File: src/logic/sudokuPkg.sv
package sudokuPkg;

   localparam int N_DIGITS = 9;   // also cells per group
   localparam int BOX      = 3;
   localparam int N_CELLS  = 81;
   localparam int N_PEERS  = 8;
   localparam int N_GROUPS = 27;  // rows, columns, boxes

   // bit d set means digit d+1 is still possible
   typedef logic [N_DIGITS-1:0] cellMask_t;

   typedef logic [6:0] cellCount_t;

   // cell 0 in the low bits, index is row * 9 + column
   typedef logic [N_CELLS*N_DIGITS-1:0] gridFlat_t;

   // other cells of one group, lowest cell index in element 0
   typedef cellMask_t [N_PEERS-1:0] peerMasks_t;

endpackage

File: src/logic/solverStatus.sv
module solverStatus
   import sudokuPkg::*;
#(
   parameter int STALL_LIMIT = 4
)
(
   input  logic               clk,
   input  logic               rst,
   input  logic               start,
   input  logic [N_CELLS-1:0] solved,
   input  logic [N_CELLS-1:0] changed,
   input  logic               groupError,
   output cellCount_t         unsolvedCells,
   output logic               allDone,
   output logic               anyChanged,
   output logic               anyError,
   output logic               timeOut
);

   localparam int               CNT_W   = $clog2(STALL_LIMIT + 1);
   localparam logic [CNT_W-1:0] CNT_MAX = CNT_W'(STALL_LIMIT);

   cellCount_t       unsolvedNext;
   logic             running;   // a grid has been loaded
   logic [CNT_W-1:0] stallCnt;

   // population count of unsolved cells
   always_comb
   begin
      unsolvedNext = '0;
      for (int i = 0; i < N_CELLS; i++)
         unsolvedNext = unsolvedNext + cellCount_t'(!solved[i]);
   end

   always_ff @(posedge clk)
   begin
      if (rst)
      begin
         running       <= 1'b0;
         unsolvedCells <= cellCount_t'(N_CELLS);
         allDone       <= 1'b0;
         anyChanged    <= 1'b0;
         anyError      <= 1'b0;
         stallCnt      <= '0;
      end
      else if (start)
      begin
         running       <= 1'b1;
         unsolvedCells <= cellCount_t'(N_CELLS);
         allDone       <= 1'b0;
         anyChanged    <= 1'b0;
         anyError      <= 1'b0;
         stallCnt      <= '0;
      end
      else if (running)
      begin
         unsolvedCells <= unsolvedNext;
         allDone       <= &solved;
         anyChanged    <= |changed;
         anyError      <= groupError;
         if (anyChanged)
            stallCnt <= '0;
         else if (stallCnt != CNT_MAX)
            stallCnt <= stallCnt + 1'b1;  // saturates at the limit
      end
   end

   assign timeOut = (stallCnt == CNT_MAX);

endmodule

File: config.mk
export PLATFORM = sky130hd
export DESIGN_NAME = solverStatus
export DESIGN_NICKNAME = d
export VERILOG_FILES = /design/src/logic/sudokuPkg.sv /design/src/logic/solverStatus.sv
export SDC_FILE = /design/constraint.sdc
export NUM_CORES = 1
export LEC_CHECK = 0
export BUFFER_PORTS_ARGS = -buffer_cell sky130_fd_sc_hd__buf_4
export CAP_MARGIN = 30
export CORE_MARGIN = 4
export CORE_UTILIZATION = 45
export CTS_CLUSTER_DIAMETER = 30
export DETAILED_ROUTE_END_ITERATION = 6
export PLACE_DENSITY = 0.82
export SLEW_MARGIN = 20
export SYNTH_ARGS = -nofsm -noshare
export SYNTH_HDL_FRONTEND = slang
export SYNTH_SLANG_ARGS = --single-unit
File: constraint.sdc
create_clock -name clk -period 7.8 [get_ports clk]
set_input_delay 0.78 -clock clk [delete_from_list [all_inputs] [get_ports clk]]
set_output_delay 0.78 -clock clk [all_outputs]
set_load 0.01 [all_outputs]
**Word-level counts from Yosys, hierarchy flattened**

Cells that the tools add are included.

- Add/subtract/negate cells: 81
- $mul: 0
- Div/mod/pow operators: 0
- Order comparisons: 0
- Equal/unequal tests: 2
- Shifts and indexed selects: 0
- Multiplexer cells: 2
- Bitwise gates (word level): 0
- Reduce and logical (&&, ||, !) cells: 86

Operators with widths:

| cell | number |
|---|---|
| $add A7 B1 Y7 | 74 |
| $logic_not A1 Y1 | 81 |
| $reduce_and A81 Y1 | 1 |
| $reduce_or A81 Y1 | 1 |
| $add A6 B1 Y7 | 1 |
| $add A5 B1 Y6 | 1 |
| $mux W3 | 2 |
| $add A4 B1 Y5 | 1 |
| $add A3 B1 Y4 | 1 |
| $add A2 B1 Y3 | 1 |
| $add A3 B1 Y3 const B | 1 |
| $eq A3 B3 Y1 const B | 1 |
| $ne A3 B3 Y1 const B | 1 |
| $add A1 B1 Y2 | 1 |
| $reduce_and A2 Y1 | 1 |
| $reduce_bool A2 Y1 | 1 |
| $reduce_or A2 Y1 | 1 |

- Flip-flop bits (word level): 14
- Bits in latches: 0
- Memory bits (writable): 0
- Bits in read-only memories: 0
- Input port bits: 166
- Memories: 0

**Longest topological paths before layout**

Gate-level depths: netlist (run 1).

- Depth after elaboration: 81
- Depth in mapped cells: 20
- Gate-level depth less buffers: 20

**Worst setup path after synthesis (run 1)**

OpenSTA, ideal clock, no wires.

- Kind: input port to flip-flop
- From: input solved[71]
- To: register unsolvedCells[6]
- Arrival: 6.452 ns
- Required time: 7.666 ns
- Path slack: 1.214 ns
- Stages on the path: 19
- Buffers on the path: 0
- Cell sequence: inv_1 > fa_1 > inv_1 > fa_1 > fa_1 > inv_1 > fa_1 > fa_1 > inv_1 > fa_1 > inv_1 > fa_1 > fa_1 > fa_1 > fa_1 > a21o_1 > a21o_1 > a2111oi_2 > o21ai_1

- Cells in the longest elaborated chain, start to end: 11

RTL lines:

| item | RTL line | RTL |
|---|---|---|
| start: declaration | solverStatus.sv:10 | `input logic [N_CELLS-1:0] solved,` |
| $logic_not A1 Y1 | solverStatus.sv:32 | `unsolvedNext = unsolvedNext + cellCount_t'(!solved[i]);` |
| $add A7 B1 Y7 (10 in a row) | solverStatus.sv:32 |  |
| end signal: assignment | solverStatus.sv:40 | `unsolvedCells <= cellCount_t'(N_CELLS);` |
| end signal: assignment | solverStatus.sv:49 | `unsolvedCells <= cellCount_t'(N_CELLS);` |
| end signal: assignment | solverStatus.sv:57 | `unsolvedCells <= unsolvedNext;` |
| end: declaration | solverStatus.sv:13 | `output cellCount_t unsolvedCells,` |

Every way passes these cells.
A chain may end at the register's enable or synchronous reset.

**Final worst setup path (run 1)**

- From: input solved[59]
- To: register unsolvedCells[6]

- Cells in the longest elaborated chain, start to end: 23

RTL lines:

| item | RTL line |
|---|---|
| $logic_not A1 Y1 | solverStatus.sv:32 |
| $add A7 B1 Y7 (22 in a row) | solverStatus.sv:32 |

Every way passes these cells.

==> impl_metrics.tcl, run 1 <==
set metrics [dict create \
    syn_area_sq_mm 0.00303 \
    crit_start "solved[59]" \
    ys_types 32 \
    reg2reg_depth 4 \
    diodes 0 \
    yosysTopAreaCell "fa_1" \
    synthTopCellsByArea "fa_1 46%, inv_1 15%, dfxtp_1 9.2%, ha_1 7.4%, nor4_1 5.2%" \
    cp-endpoint "unsolvedCells[6]" \
    synth_seq_area_share_pct 9.24 \
    max_freq_ghz 0.150 \
    r2r_setup_slack_ps 5970 \
    async_reset_ff_share_pct 0 \
    worstPathArrival_ps 6760 \
    clk_path_buf_depth 2 \
    portBuffers 176 \
    cts_tree "yes" \
    postSynthCellCount 330 \
    vias_per_cell 5.11 \
    htreeDepth 1 \
    relSlewSlack_pct 55.3 \
    r2r-end "anyChanged" \
    cap_violations 0 \
    drc 0 \
    synth_nets 584 \
    core.rowCount 29 \
    yosysWarnings 0 \
    wirelength_um 10100 \
    setup_tns_ps 0 \
    synth_edf_count 0 \
    syn2layout_area_growth_pct 48.0 \
    syn_avg_cell_area_sq_um 9.19 \
    crit_type "in -> reg" \
    yosysTopAreaCellShare_pct 46.2 \
    cp_data_required_time_ps 7910 \
    setup_viol 0 \
    vias 2988 \
    grt_util_all_layers_pct 25.3 \
    antenna_found_initial 0 \
    status "completed" \
    finalCritPeriodShare_pct 85.2 \
    fp.dieW_um 90.1 \
    firstDrtPassIters 4 \
    ioPinCount 177 \
    postCtsSetupBuffers 0 \
    cp_slowest_stage_delay_ps 550 \
    insertion_delay_ps 240 \
    root_buffer "clkbuf_8" \
    coreArea_sq_mm 0.00646 \
    hold_viol_final 0 \
    cp-end-kind "register" \
    post-dp-hpwl_um 9700 \
    dieArea_sq_mm 0.00812 \
    min_path_type "reg -> reg" \
    start_util_pct 47.0 \
    drtAntennaViolNets 0 \
    cp.buffers_inverters 6 \
    drt_iter0_markers 135 \
    crit_top_cell "fa_1" \
    setup.worst_path.start_class "input pin" \
    worstPathCellList "buf_4, fa_1, inv_1, fa_1, inv_1, fa_1, inv_1, fa_1, inv_1, fa_1, inv_1, fa_1, fa_1, fa_1, fa_1, fa_1, a21o_1, a21o_1, a2111oi_2, o21ai_1" \
    synth-seq-cells 14 \
    crit_cells 20 \
    path_delay_family "adder cells" \
    ys.flop_type "dfxtp_1" \
    fin_nets 763 \
    worst_pin_slew_ps 670 \
    rsz0062_at_grt "no" \
    cts_resized 0 \
    clk_transition_reported_paths_ps 60 \
    hold_buffers 0 \
    place_congestion 0.985 \
    drv_slew 0 \
    synth_most_common_cell "inv_1" \
    cts_made_buffers 3 \
    overflow 0 \
    clock-sinks 14 \
    synthTopCellsByCount "118 x inv_1, 70 x fa_1, 25 x nor4_1" \
    clock_skew_ps 4.36 \
    routedWlPerCell_um 17.3 \
    grt_pass1_wl_um 16300 \
    fin_crit_ps 6650 \
    r2r-start "running" \
    drive_above_1_share_pct 36.2 \
    grt_pass1_vias 3223 \
    crit_path_top_delay_cell "fa_1" \
    grt_max_degree 17 \
    worst-path-max-fanout 2 \
    die_h_um 90.1 \
]
## layout make-up
cell class	instances	area, sq um
Inverter	119	447
Timing Repair Buffer	176	1320
Fill cell	531	1970
Tap cell	77	96.3
Clock buffer	4	55.1
Multi-Input combinational cell	195	2290
Sequential cell	14	280
## worst min path at each step
| stage | slack, ps | to | startpoint | cells after the start |
|---|---|---|---|---|
| final | 480 | allDone | allDone | 2 |
| after global routing | 520 | allDone | allDone | 2 |
| after CTS | 490 | unsolvedCells[4] | unsolvedCells[4] | 2 |
| after detailed placement | 470 | unsolvedCells[4] | unsolvedCells[4] | 2 |
| after global placement | 460 | unsolvedCells[0] | unsolvedCells[0] | 2 |
| after floorplan | 490 | allDone | allDone | 2 |
## worst reg2reg max path, cell delays in order (launching register included)
cell     delay (ps)
dfxtp_1         750
nor4b_2         310
nand4_1         130
nor4_1          400
a21oi_1         120
## per-layer routing
| layer | global-route usage, % | wire length (um) | vias up |
|---|---|---|---|
| met5 | 0 | 0 | - |
| met4 | 4.59 | 203 | 0 |
| met3 | 6.84 | 836 | 22 |
| met2 | 42.6 | 5160 | 132 |
| met1 | 33.2 | 3940 | 1433 |
| li1 | - | - | 1401 |
## layout by cell type, fill, tap and decap left out, types with 2 or more instances in the layout
cell	n
inv_1	118
a21oi_1	4
nand2_1	5
buf_4	176
nand3_1	5
nor3_1	3
nor4_1	25
clkbuf_8	4
mux2i_1	4
a211oi_1	3
o21ai_0	4
a21o_1	3
nor2_1	11
fa_1	70
xnor2_1	2
ha_1	18
o21ai_1	2
dfxtp_1	14
nand4_1	24
## state kept, by name (all words and copies together) (netlist names)
name	cells
running	1
unsolvedCells	7
allDone	1
anyChanged	1
anyError	1
stallCnt	3
## stage by stage
stage | utilization, % | instance area (sq um) | instances | worst slack [ps] | hold slack (ps)
2_1_floorplan | - | 3030 | 330 | 1210 | 495
3_3_place_gp | 68.7 | 4430 | 581 | 1000 | 460
4_1_cts | 69.5 | 4490 | 585 | 1140 | 488
5_1_grt | 69.5 | 4490 | 585 | 961 | 520
6_report | 69.5 | 4490 | 585 | 1150 | 482
3_5_place_dp | 68.7 | 4430 | 581 | 876 | 473
## logic make-up (layout without fill, tap and decap cells)
logic type | after synthesis | after routing | synth area share [%]
flops | 14 | 14 | 9.24
buf+inv | 121 | 299 | 15.3
compound gates | 23 | 23 | 5.12
fa+ha+maj | 88 | 88 | 53.6
mux | 4 | 4 | 1.32
simple gates | 77 | 77 | 14.6
xor+xnor | 3 | 3 | 0.866
Power of run 1 is left out: the tool's default activity adds up to more than one toggle a clock period on the data nets, which glitch-free logic cannot reach.
==> run 2: changes to the inputs <==
--- a/config.mk
+++ b/config.mk
@@ -7,6 +7,7 @@
 export LEC_CHECK = 0
 export BUFFER_PORTS_ARGS = -buffer_cell sky130_fd_sc_hd__buf_4
 export CAP_MARGIN = 30
+export CORE_ASPECT_RATIO = 0.75
 export CORE_MARGIN = 4
 export CORE_UTILIZATION = 45
 export CTS_CLUSTER_DIAMETER = 30
==> constraint.sdc (replaced) <==
create_clock -name clk -period 7.8 [get_ports clk]
set_input_delay 0.78 -clock clk [delete_from_list [all_inputs] [get_ports clk]]
set_output_delay 0.78 -clock clk [all_outputs]
set_load 0.1 [all_outputs]
==> run 2 against run 1 <==
  * Maximum frequency is 0.29% lower
  * Via count hardly changed
  * Cell area is 0.20% lower
  * Non-clock buffer count stayed put
  * Cell count is 0.51% higher
  * Register-to-register slack worse by 60 ps
  * Sequential share of layout area hardly changed
  * Wire length is 3.4% higher
  * Utilization is 0.37 points higher
  * First-iteration DRC count is 6.7% higher
==> impl_metrics.tcl, run 2 (synthesis gave the netlist of run 1 again) <==
set metrics [dict create \
    hp-start "unsolvedCells[3]" \
    cp-end-kind "register" \
    drt_iter0_markers 144 \
    drc 0 \
    postCtsSetupBuffers 0 \
    cts_made_buffers 3 \
    drv_slew 0 \
    fin_nets 763 \
    finalCritPeriodShare_pct 85.5 \
    status "completed" \
    htreeDepth 1 \
    ioPinCount 177 \
    vias_per_cell 5.09 \
    setup.worst_path.start_class "input pin" \
    r2r-end "anyChanged" \
    n_fill_cell 494 \
    grt_pass1_vias 3184 \
    routedWlPerCell_um 17.9 \
    reg2reg_depth 4 \
    top_regs "unsolvedCells: 7 flops, stallCnt: 3 flops" \
    start_util_pct 47.3 \
    drtAntennaViolNets 0 \
    post-dp-hpwl_um 9840 \
    insertion_delay_ps 240 \
    cap_violations 0 \
    firstDrtPassIters 4 \
    min_delay_worst_endpoint "unsolvedCells[3]" \
    grt_max_degree 17 \
    coreArea_sq_mm 0.00641 \
    worstPathArrival_ps 6770 \
    antenna_found_initial 0 \
    overflow 0 \
    cts_resized 0 \
    worst-path-max-fanout 2 \
    diodes 0 \
    hold_buffers 0 \
    vias 2990 \
    fp.dieW_um 103 \
    wirelength_um 10500 \
    crit_top_cell "fa_1" \
    layout_commonest_cell "buf_4" \
    grt_util_all_layers_pct 26.9 \
    min_path_cells 2 \
    relSlewSlack_pct 53.9 \
    setup_tns_ps 0 \
    die_h_um 79.1 \
    crit_type "in -> reg" \
    place_congestion 1.03 \
    cp_data_required_time_ps 7900 \
    rsz0062_at_grt "no" \
    cts_tree "yes" \
    portBuffers 176 \
    root_buffer "clkbuf_8" \
    worstPathCellList "buf_4, fa_1, inv_1, fa_1, inv_1, fa_1, inv_1, fa_1, inv_1, fa_1, inv_1, fa_1, fa_1, fa_1, fa_1, fa_1, a21o_1, a21o_1, a2111oi_2, o21ai_1" \
    cp_slowest_stage_delay_ps 540 \
    max_freq_ghz 0.150 \
    syn2layout_area_growth_pct 47.7 \
    min_path_type "reg -> reg" \
    r2r_setup_slack_ps 5910 \
    setup_viol 0 \
    drive_above_1_share_pct 36.1 \
    crit_start "solved[59]" \
    dieArea_sq_mm 0.00813 \
    grt_pass1_wl_um 16400 \
    final_cell_mix "176 x buf_4, 118 x inv_1, 70 x fa_1" \
    fin_crit_ps 6670 \
    clock-sinks 14 \
    clk_transition_reported_paths_ps 50 \
    top_register "unsolvedCells" \
    crit_path_top_delay_cell "fa_1" \
    core.rowCount 25 \
    largest_reg_flops 7 \
    worst_pin_slew_ps 690 \
    clock_skew_ps 2.72 \
    clk_path_buf_depth 2 \
    hold_viol_final 0 \
    r2r-start "running" \
]
==> run 2: changes by cell type in the layout (fill, tap and decap cells not counted), sizes merged <==
cell,delta
clkbuf,-1
==> run 2: worst max path at each step <==
stage	end	depth (start not counted)
2_1_floorplan	unsolvedCells[6]	19
3_3_place_gp	unsolvedCells[6]	20
3_5_place_dp	unsolvedCells[6]	20
4_1_cts	unsolvedCells[6]	20
5_1_grt	unsolvedCells[6]	20
6_report	unsolvedCells[6]	20
==> run 2: per-layer routing <==
metal	vias to the layer above	wire, um	track usage (%)	part of all wire [%]
met5	-	0	0	0
met4	0	79	3.49	0.75
met3	12	1220	10.5	12
met2	130	4940	40.5	47
met1	1451	4260	38.1	41
li1	1397	-	-	-
==> run 2: metrics by stage <==
stage | hold WS (ps) | instances | util, % | setup slack [ps] | area (sq um)
floorplan | 504 | 330 | - | 1210 | 3030
global placement | 458 | 585 | 69.2 | 1010 | 4440
detailed placement | 474 | 585 | 69.2 | 908 | 4440
CTS | 488 | 588 | 69.9 | 1160 | 4480
global route | 506 | 588 | 69.9 | 902 | 4480
finish | 489 | 588 | 69.9 | 1130 | 4480
==> run 2: critical path: cells and delay by family <==
| kind | cells | cell delay, ps |
|---|---|---|
| compound gates | 4 | 840 |
| fa+ha+maj | 10 | 4760 |
| buf+inv | 6 | 380 |
==> run 2: layout make-up <==
class / count / area [sq um] / share of cell area [%]
inverter: 119 / 447 / 9.97
timing repair buffer: 176 / 1320 / 29.5
tap: 81 / 101 / 2.26
sequential: 14 / 280 / 6.26
multi-input combinational: 195 / 2290 / 51.1
clock buffer: 3 / 41.3 / 0.922
Power of run 2 is left out for the same reason.
==> run 3: changes to the inputs <==
==> constraint.sdc (replaced) <==
create_clock -name clk -period 6.5 [get_ports clk]
set_input_delay 0.65 -clock clk [delete_from_list [all_inputs] [get_ports clk]]
set_output_delay 0.65 -clock clk [all_outputs]
set_load 0.1 [all_outputs]
==> run 3 against run 2 <==
  * Via count up 1.1%
  * Setup slack worse by 910 ps
  * Utilization rose by 1.6 points
  * First-iteration DRC count increased by 40%
  * Cell area up 2.3%
  * Register-to-register slack worse by 1300 ps
  * Sequential share of layout area is 0.14 points lower
  * Die area unchanged
  * Highest routed layer unchanged
==> impl_metrics.tcl, run 3 (synthesis gave the netlist of run 1 again) <==
set metrics [dict create \
    wirelength_um 10600 \
    fin_nets 774 \
    finalCritPeriodShare_pct 96.5 \
    finalWorstSetupSlack_ps 225 \
    crit_top_cell "fa_1" \
    multi_input_area_sq_mm 0.00229 \
    vias_per_cell 5.04 \
    final_util_pct 71.5 \
    grt_util_all_layers_pct 26.8 \
    clk_transition_reported_paths_ps 60 \
    dp_cells 595 \
    diodes 0 \
    min_path_type "reg -> reg" \
    crit_path_top_delay_cell "fa_1" \
    core.rowCount 25 \
    firstDrtPassIters 4 \
    portBuffers 176 \
    grt_max_degree 17 \
    place_congestion 1.02 \
    worst-path-max-fanout 2 \
    top_regs "unsolvedCells: 7 flops, stallCnt: 3 flops" \
    routedWlPerCell_um 17.7 \
    rsz0062_at_grt "no" \
    cp_data_required_time_ps 6610 \
    hold_viol_final 0 \
    setup.worst_path.start_class "input pin" \
    final_cell_mix "187 x buf_4, 118 x inv_1, 68 x fa_1" \
    clock-sinks 14 \
    cp_slowest_stage_delay_ps 530 \
    final-instance-count-excl-fill 600 \
    place_ws_ps -254 \
    post-dp-hpwl_um 9980 \
    drtAntennaViolNets 0 \
    n_fill_cell 505 \
    cts_tree "yes" \
    fp.dieW_um 103 \
    cap_violations 0 \
    antenna_found_initial 0 \
    worst_pin_slew_ps 681 \
    crit_type "in -> reg" \
    top_register "unsolvedCells" \
    vias 3023 \
    htreeDepth 1 \
    worstPathArrival_ps 6390 \
    grt_pass1_wl_um 16400 \
    setup_viol 0 \
    grt_pass1_vias 3271 \
    drc 0 \
    worstPathCellList "buf_4, fa_1, inv_1, fa_1, inv_1, fa_1, inv_1, fa_1, inv_1, fa_1, inv_1, fa_1, fa_1, fa_1, fa_2, fa_2, a21o_1, a21o_1, a2111oi_2, o21ai_1" \
    insertion_delay_ps 250 \
    cts_made_buffers 3 \
    start_util_pct 47.3 \
    whs_ps 488 \
    max_freq_ghz 0.159 \
    hold_buffers 0 \
    syn2layout_area_growth_pct 51.1 \
    fin_crit_ps 6280 \
    cp-end-kind "register" \
    largest_reg_flops 7 \
    clk_path_buf_depth 2 \
    ioPinCount 177 \
    layout_commonest_cell "buf_4" \
    ff_latch_area_sq_um 280 \
    status "completed" \
    die_h_um 79.1 \
    overflow 0 \
    root_buffer "clkbuf_8" \
    dieArea_sq_mm 0.00813 \
    clock_skew_ps 2.07 \
    drive_above_1_share_pct 38.0 \
    drt_iter0_markers 201 \
    coreArea_sq_mm 0.00641 \
    relSlewSlack_pct 54.5 \
    drv_slew 0 \
]
==> run 3: cell count changes in the layout (fill, tap and decap cells not counted) <==
| cell | change |
|---|---|
| fa_1 | -2 |
| buf_4 | +11 |
| clkbuf_8 | +1 |
| fa_2 | +2 |
==> run 3: worst max-delay path, delay by kind of cell <==
kind | cells | cell delay [ps]
buffers and inverters | 6 | 380
AO/OA/AOI/OAI | 4 | 750
adder cells (fa/ha/maj) | 10 | 4640
==> run 3: stage by stage <==
step / TNS [ps] / area [sq um]
3_5_place_dp: -375 / 4510
4_1_cts: 0 / 4570
2_1_floorplan: 0 / 3030
6_report: 0 / 4580
3_3_place_gp: -158 / 4510
5_1_grt: 0 / 4580
==> run 3: metal layers <==
layer  routed length [um]  GRT usage [%]  vias up
met5                    0              0        -
met4                   98           3.88        0
met3                 1300           8.17       10
met2                 5000           41.8      141
met1                 4200           37.9     1451
li1                     -              -     1421
==> run 3: area by class of cell <==
type                       instances  area share [%]
tap                               81            2.21
sequential                        14            6.12
timing repair buffer             187            30.6
clock buffer                       4            1.20
multi-input combinational        195            50.1
inverter                         119            9.75
==> run 3: path summary, 6_finish.rpt <==
check,cells past startpoint,from,slack [ps],to
setup / recovery,20,solved[59],220,unsolvedCells[6]
hold / removal,2,unsolvedCells[2],490,unsolvedCells[2]
setup reg to reg,4,running,4660,anyChanged
hold reg to reg,2,unsolvedCells[2],490,unsolvedCells[2]
==> run 3: timing repair <==
item,4_1_cts,5_1_grt
setup endpoints to repair,0,2
gates resized for setup,0,2
setup buffers,0,1
Power of run 3 is left out for the same reason.
