$ cat config.mk
export PLATFORM = sky130hd
export DESIGN_NAME = sudokuCell
export DESIGN_NICKNAME = d
export VERILOG_FILES = /design/src/logic/sudokuPkg.sv /design/src/logic/sudokuCell.sv
export SDC_FILE = /design/constraint.sdc
export NUM_CORES = 1
export LEC_CHECK = 0
export BUFFER_PORTS_ARGS = -buffer_cell sky130_fd_sc_hd__buf_4
export CORE_MARGIN = 1.5
export CORE_UTILIZATION = 35
export CTS_BUF_LIST = sky130_fd_sc_hd__clkbuf_16
export DETAILED_ROUTE_END_ITERATION = 10
export HOLD_SLACK_MARGIN = 0.02
export PLACE_DENSITY_LB_ADDON = 0.1
export SLEW_MARGIN = 20
export SYNTH_ARGS = -nofsm -noshare
export SYNTH_HDL_FRONTEND = slang
export SYNTH_SLANG_ARGS = --single-unit
export TNS_END_PERCENT = 5
$ cat constraint.sdc
create_clock -name clk -period 27.3 [get_ports clk]
set_clock_uncertainty 0.2 [all_clocks]
set_input_delay 2.73 -clock clk [delete_from_list [all_inputs] [get_ports clk]]
set_output_delay 2.73 -clock clk [all_outputs]
set_load 0.02 [all_outputs]
$ cat src/logic/sudokuPkg.sv
package sudokuPkg;

   localparam int N_DIGITS = 9;   // also cells per group
   localparam int BOX      = 3;
   localparam int N_CELLS  = 81;
   localparam int N_PEERS  = 8;
   localparam int N_GROUPS = 27;  // rows, columns, boxes

   // bit d set means digit d+1 is still possible
   typedef logic [N_DIGITS-1:0] cellMask_t;

   typedef logic [6:0] cellCount_t;

   // cell 0 in the low bits, index is row * 9 + column
   typedef logic [N_CELLS*N_DIGITS-1:0] gridFlat_t;

   // other cells of one group, lowest cell index in element 0
   typedef cellMask_t [N_PEERS-1:0] peerMasks_t;

endpackage

$ cat src/logic/sudokuCell.sv
module sudokuCell
   import sudokuPkg::*;
(
   input  logic       clk,
   input  logic       rst,
   input  logic       start,
   input  cellMask_t  startValue,
   input  peerMasks_t rowPeers,
   input  peerMasks_t colPeers,
   input  peerMasks_t boxPeers,
   output cellMask_t  mask,
   output logic       solved,
   output logic       changed
);

   cellMask_t elimMask;    // digits held by solved peers
   cellMask_t rowUnion;
   cellMask_t colUnion;
   cellMask_t boxUnion;
   cellMask_t reduced;
   cellMask_t rowOnly;
   cellMask_t colOnly;
   cellMask_t boxOnly;
   cellMask_t maskNext;
   logic      peersStale;  // router still holds the previous grid

   assign solved = $onehot(mask);

   always_comb
   begin
      elimMask = '0;
      rowUnion = '0;
      colUnion = '0;
      boxUnion = '0;
      for (int k = 0; k < N_PEERS; k++)
      begin
         if ($onehot(rowPeers[k]))
            elimMask = elimMask | rowPeers[k];
         if ($onehot(colPeers[k]))
            elimMask = elimMask | colPeers[k];
         if ($onehot(boxPeers[k]))
            elimMask = elimMask | boxPeers[k];
         rowUnion = rowUnion | rowPeers[k];
         colUnion = colUnion | colPeers[k];
         boxUnion = boxUnion | boxPeers[k];
      end
   end

   assign reduced = mask & ~elimMask;

   // digits no other cell of the group can take
   assign rowOnly = reduced & ~rowUnion;
   assign colOnly = reduced & ~colUnion;
   assign boxOnly = reduced & ~boxUnion;

   always_comb
   begin
      if ($onehot(rowOnly))
         maskNext = rowOnly;
      else if ($onehot(colOnly))
         maskNext = colOnly;
      else if ($onehot(boxOnly))
         maskNext = boxOnly;
      else
         maskNext = reduced;
   end

   always_ff @(posedge clk)
   begin
      if (rst)
      begin
         mask       <= '0;
         peersStale <= 1'b0;
         changed    <= 1'b0;
      end
      else
      begin
         peersStale <= start;
         changed    <= 1'b0;
         if (start)
            mask <= startValue;
         else if (!peersStale && !solved)
         begin
            mask    <= maskNext;
            changed <= (maskNext != mask);
         end
      end
   end

endmodule

# After elaboration in Yosys (flattened, before gate mapping)
# Index checks and enable logic that the tools add are counted.
# Widths: inputs -> output; s select.
# op_classes
add_sub_neg,224
eq_ne,29
n_mux,29
bitwise,53
reduce_logical,5
# ops
op,n
$or 9x9->9,44
$mux 9,29
$add 1x1->2,112
$add 2x2->3,56
$add 3x3->4,28
$add 4x1->4,28
$eq 4x1->1 const B,28
$and 9x9->9,4
$not 9->9,4
$ne 9x9->1,1
$reduce_or 3->1,1
$logic_not 1->1,2
$reduce_bool 2->1,1
$logic_and 1x1->1,1
$not 1->1,1
# word_totals
ff_bits,11
input_bits,228

# Depth between registers and ports, before layout
# Gate-level depths: netlist (run 1).
# logic_depth
depth_word,65
mapped_depth,34
ltp_nobuf,32

# Least setup slack after synthesis (run 1)
# OpenSTA, ideal clock, no wires.
# synth_timing
kind,input port to flip-flop
start,input port boxPeers[9] (netlist name)
end,register changed
t_arrival_ps,10119
slack_ps,16852
cell_stages,30
path_buffers,1
path_cell_list,fa_1 inv_1 fa_1 fa_1 fa_1 inv_1 fa_1 nor3_1 nand3_1 nand4_1 nor3_1 nand3b_1 nor2_1 fa_1 inv_1 fa_1 inv_1 fa_1 inv_1 fa_1 inv_1 fa_1 nor2_1 a221o_1 buf_2 o211ai_1 o21ai_0 nand4b_2 a2111oi_2 a31oi_1
# synth_between
elab_chain_cells,54
word_cells_on_any_way,87
classes_between,add/sub (28); eq/ne (5); mux (22); bitwise (32)
# synth_lines
item,line_no,source
from (decl),sudokuCell.sv:10,"input peerMasks_t boxPeers,"
$add 1x1->2 (not written as such),sudokuCell.sv:41,if ($onehot(boxPeers[k]))
$add 2x2->3 (not written as such),sudokuCell.sv:41,
$add 3x3->4 (not written as such),sudokuCell.sv:41,
$add 4x1->4 (not written as such),sudokuCell.sv:41,
$eq 4x1->1,sudokuCell.sv:41,
$mux 9,sudokuCell.sv:41,
$or 9x9->9,sudokuCell.sv:38,elimMask = elimMask | rowPeers[k];
$mux 9,sudokuCell.sv:37,if ($onehot(rowPeers[k]))
[... 38 more ...],-,
$add 2x2->3 (not written as such),sudokuCell.sv:62,else if ($onehot(boxOnly))
$add 3x3->4 (not written as such),sudokuCell.sv:62,
$add 4x1->4 (not written as such),sudokuCell.sv:62,
$eq 4x1->1,sudokuCell.sv:62,
$mux 9,sudokuCell.sv:62,
$mux 9,sudokuCell.sv:60,else if ($onehot(colOnly))
$mux 9 *,sudokuCell.sv:58,if ($onehot(rowOnly))
$ne 9x9->1 *,sudokuCell.sv:85,changed <= (maskNext != mask);
to (signal assigned),sudokuCell.sv:85,
to (decl),sudokuCell.sv:13,output logic changed
# Mark *: on every way between the ends. The rest lies on a longest branch, timed or not.
# A chain may end at the register's enable or synchronous reset.

# Worst setup path after layout (run 1)
# layout_timing
start,input port colPeers[36] (netlist name)
end,register changed
# layout_between
elab_chain_cells,38
word_cells_on_any_way,68
classes_between,add/sub (28); eq/ne (5); mux (14); bitwise (21)
# layout_lines
item,line_no,source
from (decl),sudokuCell.sv:9,"input peerMasks_t colPeers,"
$add 1x1->2 (not written as such),sudokuCell.sv:39,if ($onehot(colPeers[k]))
$add 2x2->3 (not written as such),sudokuCell.sv:39,
$add 3x3->4 (not written as such),sudokuCell.sv:39,
$add 4x1->4 (not written as such),sudokuCell.sv:39,
$eq 4x1->1,sudokuCell.sv:39,
$mux 9,sudokuCell.sv:39,
$or 9x9->9,sudokuCell.sv:42,elimMask = elimMask | boxPeers[k];
$mux 9,sudokuCell.sv:41,
[... 22 more ...],-,
$add 2x2->3 (not written as such),sudokuCell.sv:62,
$add 3x3->4 (not written as such),sudokuCell.sv:62,
$add 4x1->4 (not written as such),sudokuCell.sv:62,
$eq 4x1->1,sudokuCell.sv:62,
$mux 9,sudokuCell.sv:62,
$mux 9,sudokuCell.sv:60,
$mux 9 *,sudokuCell.sv:58,
$ne 9x9->1 *,sudokuCell.sv:85,
# Marked as above.

==> flow_summary.yaml, run 1 <==
yosys:
  ys_seq_area_frac: 0.0267
  syn_avg_cell_area_um2: 7.81
  ys.flop_type: "dfxtp_1"
  ys_ff_latch: 11
  yosysUniqueCellTypes: 58
  syn-cell-area_um2: 8260
  async_flop_share: 0
  synth_edf_count: 0
  postSynthCellCount: 1058
  syn_nets: 1482
  yosysWarnings: 0
floorplan:
  rows: 56
  die_area_um2: 24500
  die_w_um: 157
  start_util: 0.354
  core_um2: 23300
  die_y_um: 157
  num_io_pins: 239
worst_setup_path:
  max_stage_delay_ns: 0.96
  slowest_stage: "nor3_1"
  path_class: "in2reg"
  startpoint_type: "input pin"
  crit_buf_inv: 7
  cp_common_cell: "fa_1"
  worst_ep_required_time_ns: 27.21
  cpLargestDelayFamily: "adder cells"
  arrival_ns: 11.53
  worstSetupEndpointType: "flip-flop"
  cp_max_fo: 9
power:
  leakage_nw: 5.25
  vdd_drop_max_mv: 0.0390
  power_density_nw_per_um2: 48.6
global_routing:
  grt_pass1_vias: 9132
  grt_max_degree: 18
  grt_use_total: 0.331
  grt_pass1_wl_um: 58500
  grt_overflow: 0
  antenna_found_initial: 0
drt:
  ant_nets: 0
  wirelength_um: 40200
  first_iter_violations: 916
  post_drt_wl_per_cell_um: 24.9
  drc: 0
  vias: 9224
  vias_per_cell: 5.72
  firstDrtPassIters: 5
sta:
  hold_viol: 0
  worstMarginPinSlew_ns: 1.18
  final-setup-viol-count: 0
  finalCritPeriodShare: 0.426
  slew_viol_final: 0
  grt_setup_unrepaired: "false"
  whs_ns: 0.304
  slew-limit-headroom: 0.204
  layout_min_cycle_time_ns: 11.62
  clock.fmax_mhz: 86.1
  setup_tns_ns: 0
cells_and_area:
  post-route-util: 0.449
  final_cells: 1612
  antenna_cells: 0
  drive_gt1_frac: 0.203
  num-nets-final: 1718
  layout_commonest_cell: "inv_1"
  mostFrequentLayoutCells: "inv_1, buf_4, fa_1, nand3_1, ha_1"
  area_delta_synth_final_pct: 27.0
  fin_area_um2: 10500
status:
  status: "finished clean"
clock_tree:
  clockRootBuffer: "clkbuf_16"
  tritoncts: "yes"
  cts_resized: 0
  cts_buffers: 3
  clock_latency_ns: 0.24
  clkTransAtPathRegs_ns: 0.04
  hold_buffers: 0
  postCtsSetupRepairBufs: 0
  cts.htree.levels: 1
  clockBufferDepth: 2
  cts_sinks: 11
worst_hold_path:
  hp-class: "reg2reg"
flow_run:
  cap_violations: 0
place:
  place_inst: 1608
  dp_hpwl_um: 36500
  place_area_um2: 10400
  io_buffers: 238
  routabilityCongestion: 1.10
==> final timing paths <==
path | from | to | slack (ns) | cells past startpoint
worst min-delay path | mask[5] | mask[5] | 0.30 | 2
worst min register to register | mask[5] | mask[5] | 0.30 | 2
worst max-delay path | colPeers[36] | changed | 15.68 | 30
worst max register to register | mask[3] | changed | 20.93 | 22
==> Yosys cell counts (18+ instances only) <==
cell	n	share of area
nor4_1	50	0.038
o21ai_1	20	0.012
ha_1	56	0.085
nand3_1	121	0.073
nor2_1	25	0.011
nor2b_1	45	0.034
and2_1	20	0.015
a22o_1	23	0.024
fa_1	140	0.34
nand2_1	46	0.021
nor3_1	26	0.016
nand2b_1	26	0.020
inv_1	272	0.12
and3_1	18	0.014
nand4_1	38	0.029
==> sequential cells by signal (all words and copies together) (netlist names) <==
register    count
peersStale      1
changed         1
mask            9
==> worst min-delay path, stage by stage, from the launching register on <==
cell      delay [ns]
dfxtp_1         0.32
nand2_1         0.06
a311oi_1        0.08
==> area by class of cell <==
cell class	count	area, um^2
Clock buffer	3	75.1
Clock inverter	1	3.75
Fill cell	2420	12800
Inverter	272	1020
Multi-Input combinational cell	766	6960
Sequential cell	11	220
Tap cell	319	399
Timing Repair Buffer	240	1800
==> layer usage <==
metal  vias to the layer above  GRT usage  routed length [um]
met2                       594      0.520               17800
met5                         -          0                   0
met1                      4477      0.447               16500
met4                         0      0.151                2040
met3                       105     0.0515                3900
li1                       4048          -                   -
==> cell families (layout without fill, tap and decap cells) <==
kind of cell | Yosys count | in the layout | share of synthesized area
compound gates | 128 | 128 | 0.118
fa+ha+maj | 196 | 196 | 0.424
buf+inv | 281 | 516 | 0.131
flops | 11 | 11 | 0.0267
mux | 1 | 1 | 0.00121
simple gates | 441 | 441 | 0.300
==> stage by stage <==
stage               total power [W]  setup WS, ns
floorplan                  0.000305         16.85
finish                     0.000509         15.68
detailed placement         0.000470         15.59
CTS                        0.000498         15.84
global placement           0.000467         15.63
global route               0.000553         15.30
==> power by group <==
group	internal, W	switching (W)	total, W	leakage [nW]
Sequential	0.0000184	0.00000320	0.0000216	0.0913
Clock	0.0000192	0.00000722	0.0000264	0.0423
Combinational	0.000175	0.000286	0.000461	5.12
Total	0.000213	0.000297	0.000509	5.25
Note: power is estimated with default switching activity, not from simulation.
==> inputs of run 2 (changes only) <==
==> constraint.sdc (replaced) <==
create_clock -name clk -period 11.18 [get_ports clk]
set_clock_uncertainty 0.2 [all_clocks]
set_input_delay 1.118 -clock clk [delete_from_list [all_inputs] [get_ports clk]]
set_output_delay 1.118 -clock clk [all_outputs]
set_load 0.02 [all_outputs]
==> run 2 against run 1 <==
Against the previous run: via count barely moved; worst hold slack gained 0.0055 ns; wire length fell by 0.24%; combinational power increased by 140%; final area is essentially flat; register-to-register slack worse by 16 ns; count of clock-buffer cells in the layout did not move; sequential power increased by 150%; first-iteration DRC count rose by 4.4%; final cell count hardly changed; critical path depth stayed put; die area did not move.
==> flow_summary.yaml, run 2 (same netlist as run 1, synthesis figures left out) <==
drt:
  first_iter_violations: 956
  ant_nets: 0
  post_drt_wl_per_cell_um: 24.8
  vias: 9219
  vias_per_cell: 5.72
  firstDrtPassIters: 6
  wirelength_um: 40100
  drc: 0
floorplan:
  core_um2: 23300
  die_area_um2: 24500
  die_y_um: 157
  num_io_pins: 239
  die_w_um: 157
  rows: 56
  start_util: 0.354
worst_setup_path:
  max_stage_delay_ns: 0.94
  cp_common_cell: "fa_1"
  r2r_start: "mask[3]"
  cpLargestDelayFamily: "adder cells"
  cp_max_fo: 9
  path_class: "in2reg"
  startpoint_type: "input pin"
  worst_ep_required_time_ns: 11.09
  slowest_stage: "nor3_1"
  arrival_ns: 9.80
  worstSetupEndpointType: "flip-flop"
  crit_buf_inv: 7
  crit_start: "colPeers[54]"
sta:
  whs_ns: 0.309
  final-setup-viol-count: 0
  slew-limit-headroom: 0.220
  layout_min_cycle_time_ns: 9.89
  clock.fmax_mhz: 101
  setup_tns_ns: 0
  grt_setup_unrepaired: "false"
  finalCritPeriodShare: 0.885
  slew_viol_final: 0
  hold_viol: 0
  worstMarginPinSlew_ns: 1.16
power:
  vdd_drop_max_mv: 0.0628
  fin_total_pwr_w: 0.00124
  power_density_nw_per_um2: 118
  leakage_nw: 5.26
flow_run:
  cap_violations: 0
place:
  routabilityCongestion: 1.10
  dp_hpwl_um: 36400
  io_buffers: 238
cells_and_area:
  mostFrequentLayoutCells: "inv_1, buf_4, fa_1, nand3_1, ha_1"
  post-route-util: 0.449
  largest_registers: "mask: 9 flops, changed: 1 flops, peersStale: 1 flops"
  largest_reg_flops: 9
  layout_commonest_cell: "inv_1"
  area_delta_synth_final_pct: 27.0
  drive_gt1_frac: 0.202
  num-nets-final: 1719
  regMostFlops: "mask"
  antenna_cells: 0
worst_hold_path:
  worstHoldStart: "mask[5]"
  hp-class: "reg2reg"
global_routing:
  grt_pass1_wl_um: 57700
  grt_overflow: 0
  antenna_found_initial: 1
  grt_use_total: 0.327
  grt_pass1_vias: 9133
  grt_max_degree: 18
clock_tree:
  clockBufferDepth: 2
  cts_sinks: 11
  cts_resized: 0
  clockRootBuffer: "clkbuf_16"
  hold_buffers: 0
  tritoncts: "yes"
  cts_buffers: 3
  clock_latency_ns: 0.23
  cts.htree.levels: 1
  clkTransAtPathRegs_ns: 0.04
  postCtsSetupRepairBufs: 0
status:
  status: "finished clean"
==> run 2: changes by cell type in the layout (fill, tap and decap cells not counted), sizes merged <==
| cell | before | now |
|---|---|---|
| buf | 240 | 241 |
==> run 2: path summary, 6_finish.rpt <==
kind,end,slack [ns],depth (start not counted)
setup reg to reg,changed,4.75,22
hold reg to reg,mask[5],0.31,2
hold / removal,mask[5],0.31,2
setup / recovery,changed,1.29,30
==> run 2: layer usage <==
| metal | global-route usage | wire [um] | up-vias |
|---|---|---|---|
| met5 | 0 | 0 | - |
| met4 | 0.146 | 2020 | 0 |
| met3 | 0.0562 | 3970 | 116 |
| met2 | 0.520 | 17700 | 609 |
| met1 | 0.436 | 16400 | 4450 |
| li1 | - | - | 4044 |
==> run 2: area by class of cell <==
type	instances	area, um^2
inverters	272	1020
clock inverters	1	3.75
clock buffers	3	75.1
repair buffers	241	1810
fillers	2475	12800
well taps	319	399
flip-flops and latches	11	220
multi-input cells	766	6960
==> run 2: power breakdown <==
part,switching (W),total [W],leakage [nW],internal (W)
sequential,0.00000816,0.0000532,0.0913,0.0000450
clock,0.0000170,0.0000638,0.0423,0.0000469
combinational,0.000696,0.00112,5.12,0.000428
==> run 2: worst reg2reg max path: stages (launching register included) <==
cell and delay (ns):
dfxtp_1 0.41, inv_1 0.12, a31o_2 0.23, a2111o_1 0.33, nor4_2 0.51, nand2_1 0.16, nor2_1 0.18, fa_1 0.17
inv_1 0.05, fa_1 0.53, inv_1 0.05, fa_1 0.49, inv_1 0.06, fa_1 0.45, inv_1 0.09, fa_1 0.41
nor2_1 0.42, a221o_1 0.49, o211ai_1 0.13, o21ai_0 0.11, nand4b_2 0.19, a2111oi_2 0.41, a31oi_1 0.13
==> run 2: stage by stage <==
| stage | cell area, um^2 | cells | worst slack [ns] |
|---|---|---|---|
| 2_1_floorplan | 8260 | 1058 | 2.34 |
| 3_3_place_gp | 10400 | 1609 | 1.28 |
| 3_5_place_dp | 10400 | 1609 | 1.25 |
| 4_1_cts | 10500 | 1613 | 1.46 |
| 5_1_grt | 10500 | 1613 | 0.941 |
| 6_report | 10500 | 1613 | 1.29 |
==> inputs of run 3 (changes only) <==
==> constraint.sdc (replaced) <==
create_clock -name clk -period 11.18 [get_ports clk]
set_clock_uncertainty 0.2 [all_clocks]
set_input_delay 2.236 -clock clk [delete_from_list [all_inputs] [get_ports clk]]
set_output_delay 2.236 -clock clk [all_outputs]
set_load 0.02 [all_outputs]
==> run 3 against run 2 <==
Against the previous run: maximum frequency shrank 8.2%; combinational power grew 4%; setup slack lost 0.88 ns.
==> flow_summary.yaml, run 3 (same netlist as run 1, synthesis figures left out) <==
global_routing:
  grt_util_met2: 0.520
  grt_pass1_vias: 9180
  grt_max_degree: 18
  grtUsageMet3: 0.0576
  grt_use_total: 0.333
  antenna_found_initial: 0
  grt-busiest-layer: "met2"
  grt_overflow: 0
  grt_pass1_wl_um: 59000
  grt_use_met1: 0.450
sta:
  final-setup-viol-count: 0
  clock.fmax_mhz: 92.8
  worstMarginPinSlew_ns: 0.910
  hold_viol: 0
  layout_min_cycle_time_ns: 10.77
  grt_setup_unrepaired: "false"
  finalCritPeriodShare: 0.964
  slew_viol_final: 0
  setup_tns_ns: 0
  slew-limit-headroom: 0.388
drt:
  wirelength_um: 40400
  firstDrtPassIters: 5
  drc: 0
  vias: 9322
  vias_per_cell: 5.73
  post_drt_wl_per_cell_um: 24.8
  ant_nets: 0
  first_iter_violations: 962
cells_and_area:
  largest_reg_flops: 9
  num-nets-final: 1733
  antenna_cells: 0
  area_delta_synth_final_pct: 28.3
  post-route-util: 0.454
  fill_cells: 2469
  regMostFlops: "mask"
  mostFrequentLayoutCells: "inv_1, buf_4, fa_1, nand3_1, ha_1"
  layout_commonest_cell: "inv_1"
  drive_gt1_frac: 0.212
  largest_registers: "mask: 9 flops, changed: 1 flops, peersStale: 1 flops"
floorplan:
  rows: 56
  die_w_um: 157
  start_util: 0.354
  num_io_pins: 239
  die_y_um: 157
  core_um2: 23300
  die_area_um2: 24500
power:
  fin_total_pwr_w: 0.00128
  vdd_drop_max_mv: 0.0922
  leakage_nw: 5.33
  power_density_nw_per_um2: 121
clock_tree:
  clockRootBuffer: "clkbuf_16"
  clockBufferDepth: 2
  clock_latency_ns: 0.24
  clkTransAtPathRegs_ns: 0.04
  cts_sinks: 11
  postCtsSetupRepairBufs: 0
  hold_buffers: 0
  cts.htree.levels: 1
  cts_buffers: 3
  cts_resized: 0
  tritoncts: "yes"
worst_setup_path:
  startpoint_type: "input pin"
  max_stage_delay_ns: 0.54
  arrival_ns: 10.74
  worst_ep_required_time_ns: 11.15
  cp_max_fo: 9
  cp_common_cell: "fa_1"
  cpLargestDelayFamily: "adder cells"
  path_class: "in2reg"
  crit_buf_inv: 4
  slowest_stage: "fa_1"
  worstSetupEndpointType: "flip-flop"
place:
  routabilityCongestion: 1.05
  dp_hpwl_um: 36700
  io_buffers: 238
worst_hold_path:
  hp-class: "reg2reg"
flow_run:
  cap_violations: 0
status:
  status: "finished clean"
## run 3: area by class of cell
cell class / count / area [um^2] / area share
clock buffer: 3 / 75.1 / 0.00708
multi-input combinational: 766 / 6960 / 0.657
timing repair buffer: 255 / 1910 / 0.181
inverter: 272 / 1020 / 0.0964
sequential: 11 / 220 / 0.0208
clock inverter: 1 / 3.75 / 0.000354
tap: 319 / 399 / 0.0377
## run 3: final timing paths
path / from / endpoint / slack, ns / cells past startpoint
min: mask[5] / mask[5] / 0.31 / 2
max: rowPeers[18] / changed / 0.41 / 28
min reg2reg: mask[5] / mask[5] / 0.31 / 2
max reg2reg: mask[3] / changed / 4.83 / 18
## run 3: worst min-delay path: cells and delay by family (launching register included)
kind | cells | cell delay (ns)
AOI/OAI and AO/OA | 1 | 0.07
DFF | 1 | 0.33
and+or+nand+nor | 1 | 0.06
## run 3: where the power goes
part	internal (W)	switching [W]
Clock	0.0000470	0.0000179
Sequential	0.0000450	0.00000772
Combinational	0.000458	0.000703
## run 3: routing by layer
layer,wire (um),up-vias,part of all wire
li1,-,4075,-
met5,0,-,0
met3,3880,128,0.096
met4,2070,0,0.051
met1,16600,4516,0.41
met2,17800,603,0.44
## run 3: through the flow
stage | hold slack, ns | cells | instance area, um^2 | worst slack [ns]
2_1_floorplan | 0.363 | 1058 | 8260 | 1.23
6_report | 0.310 | 1627 | 10600 | 0.406
3_5_place_dp | 0.301 | 1623 | 10500 | 0.0964
5_1_grt | 0.343 | 1627 | 10600 | 0.0866
4_1_cts | 0.307 | 1627 | 10600 | 0.351
3_3_place_gp | 0.287 | 1623 | 10500 | 0.234
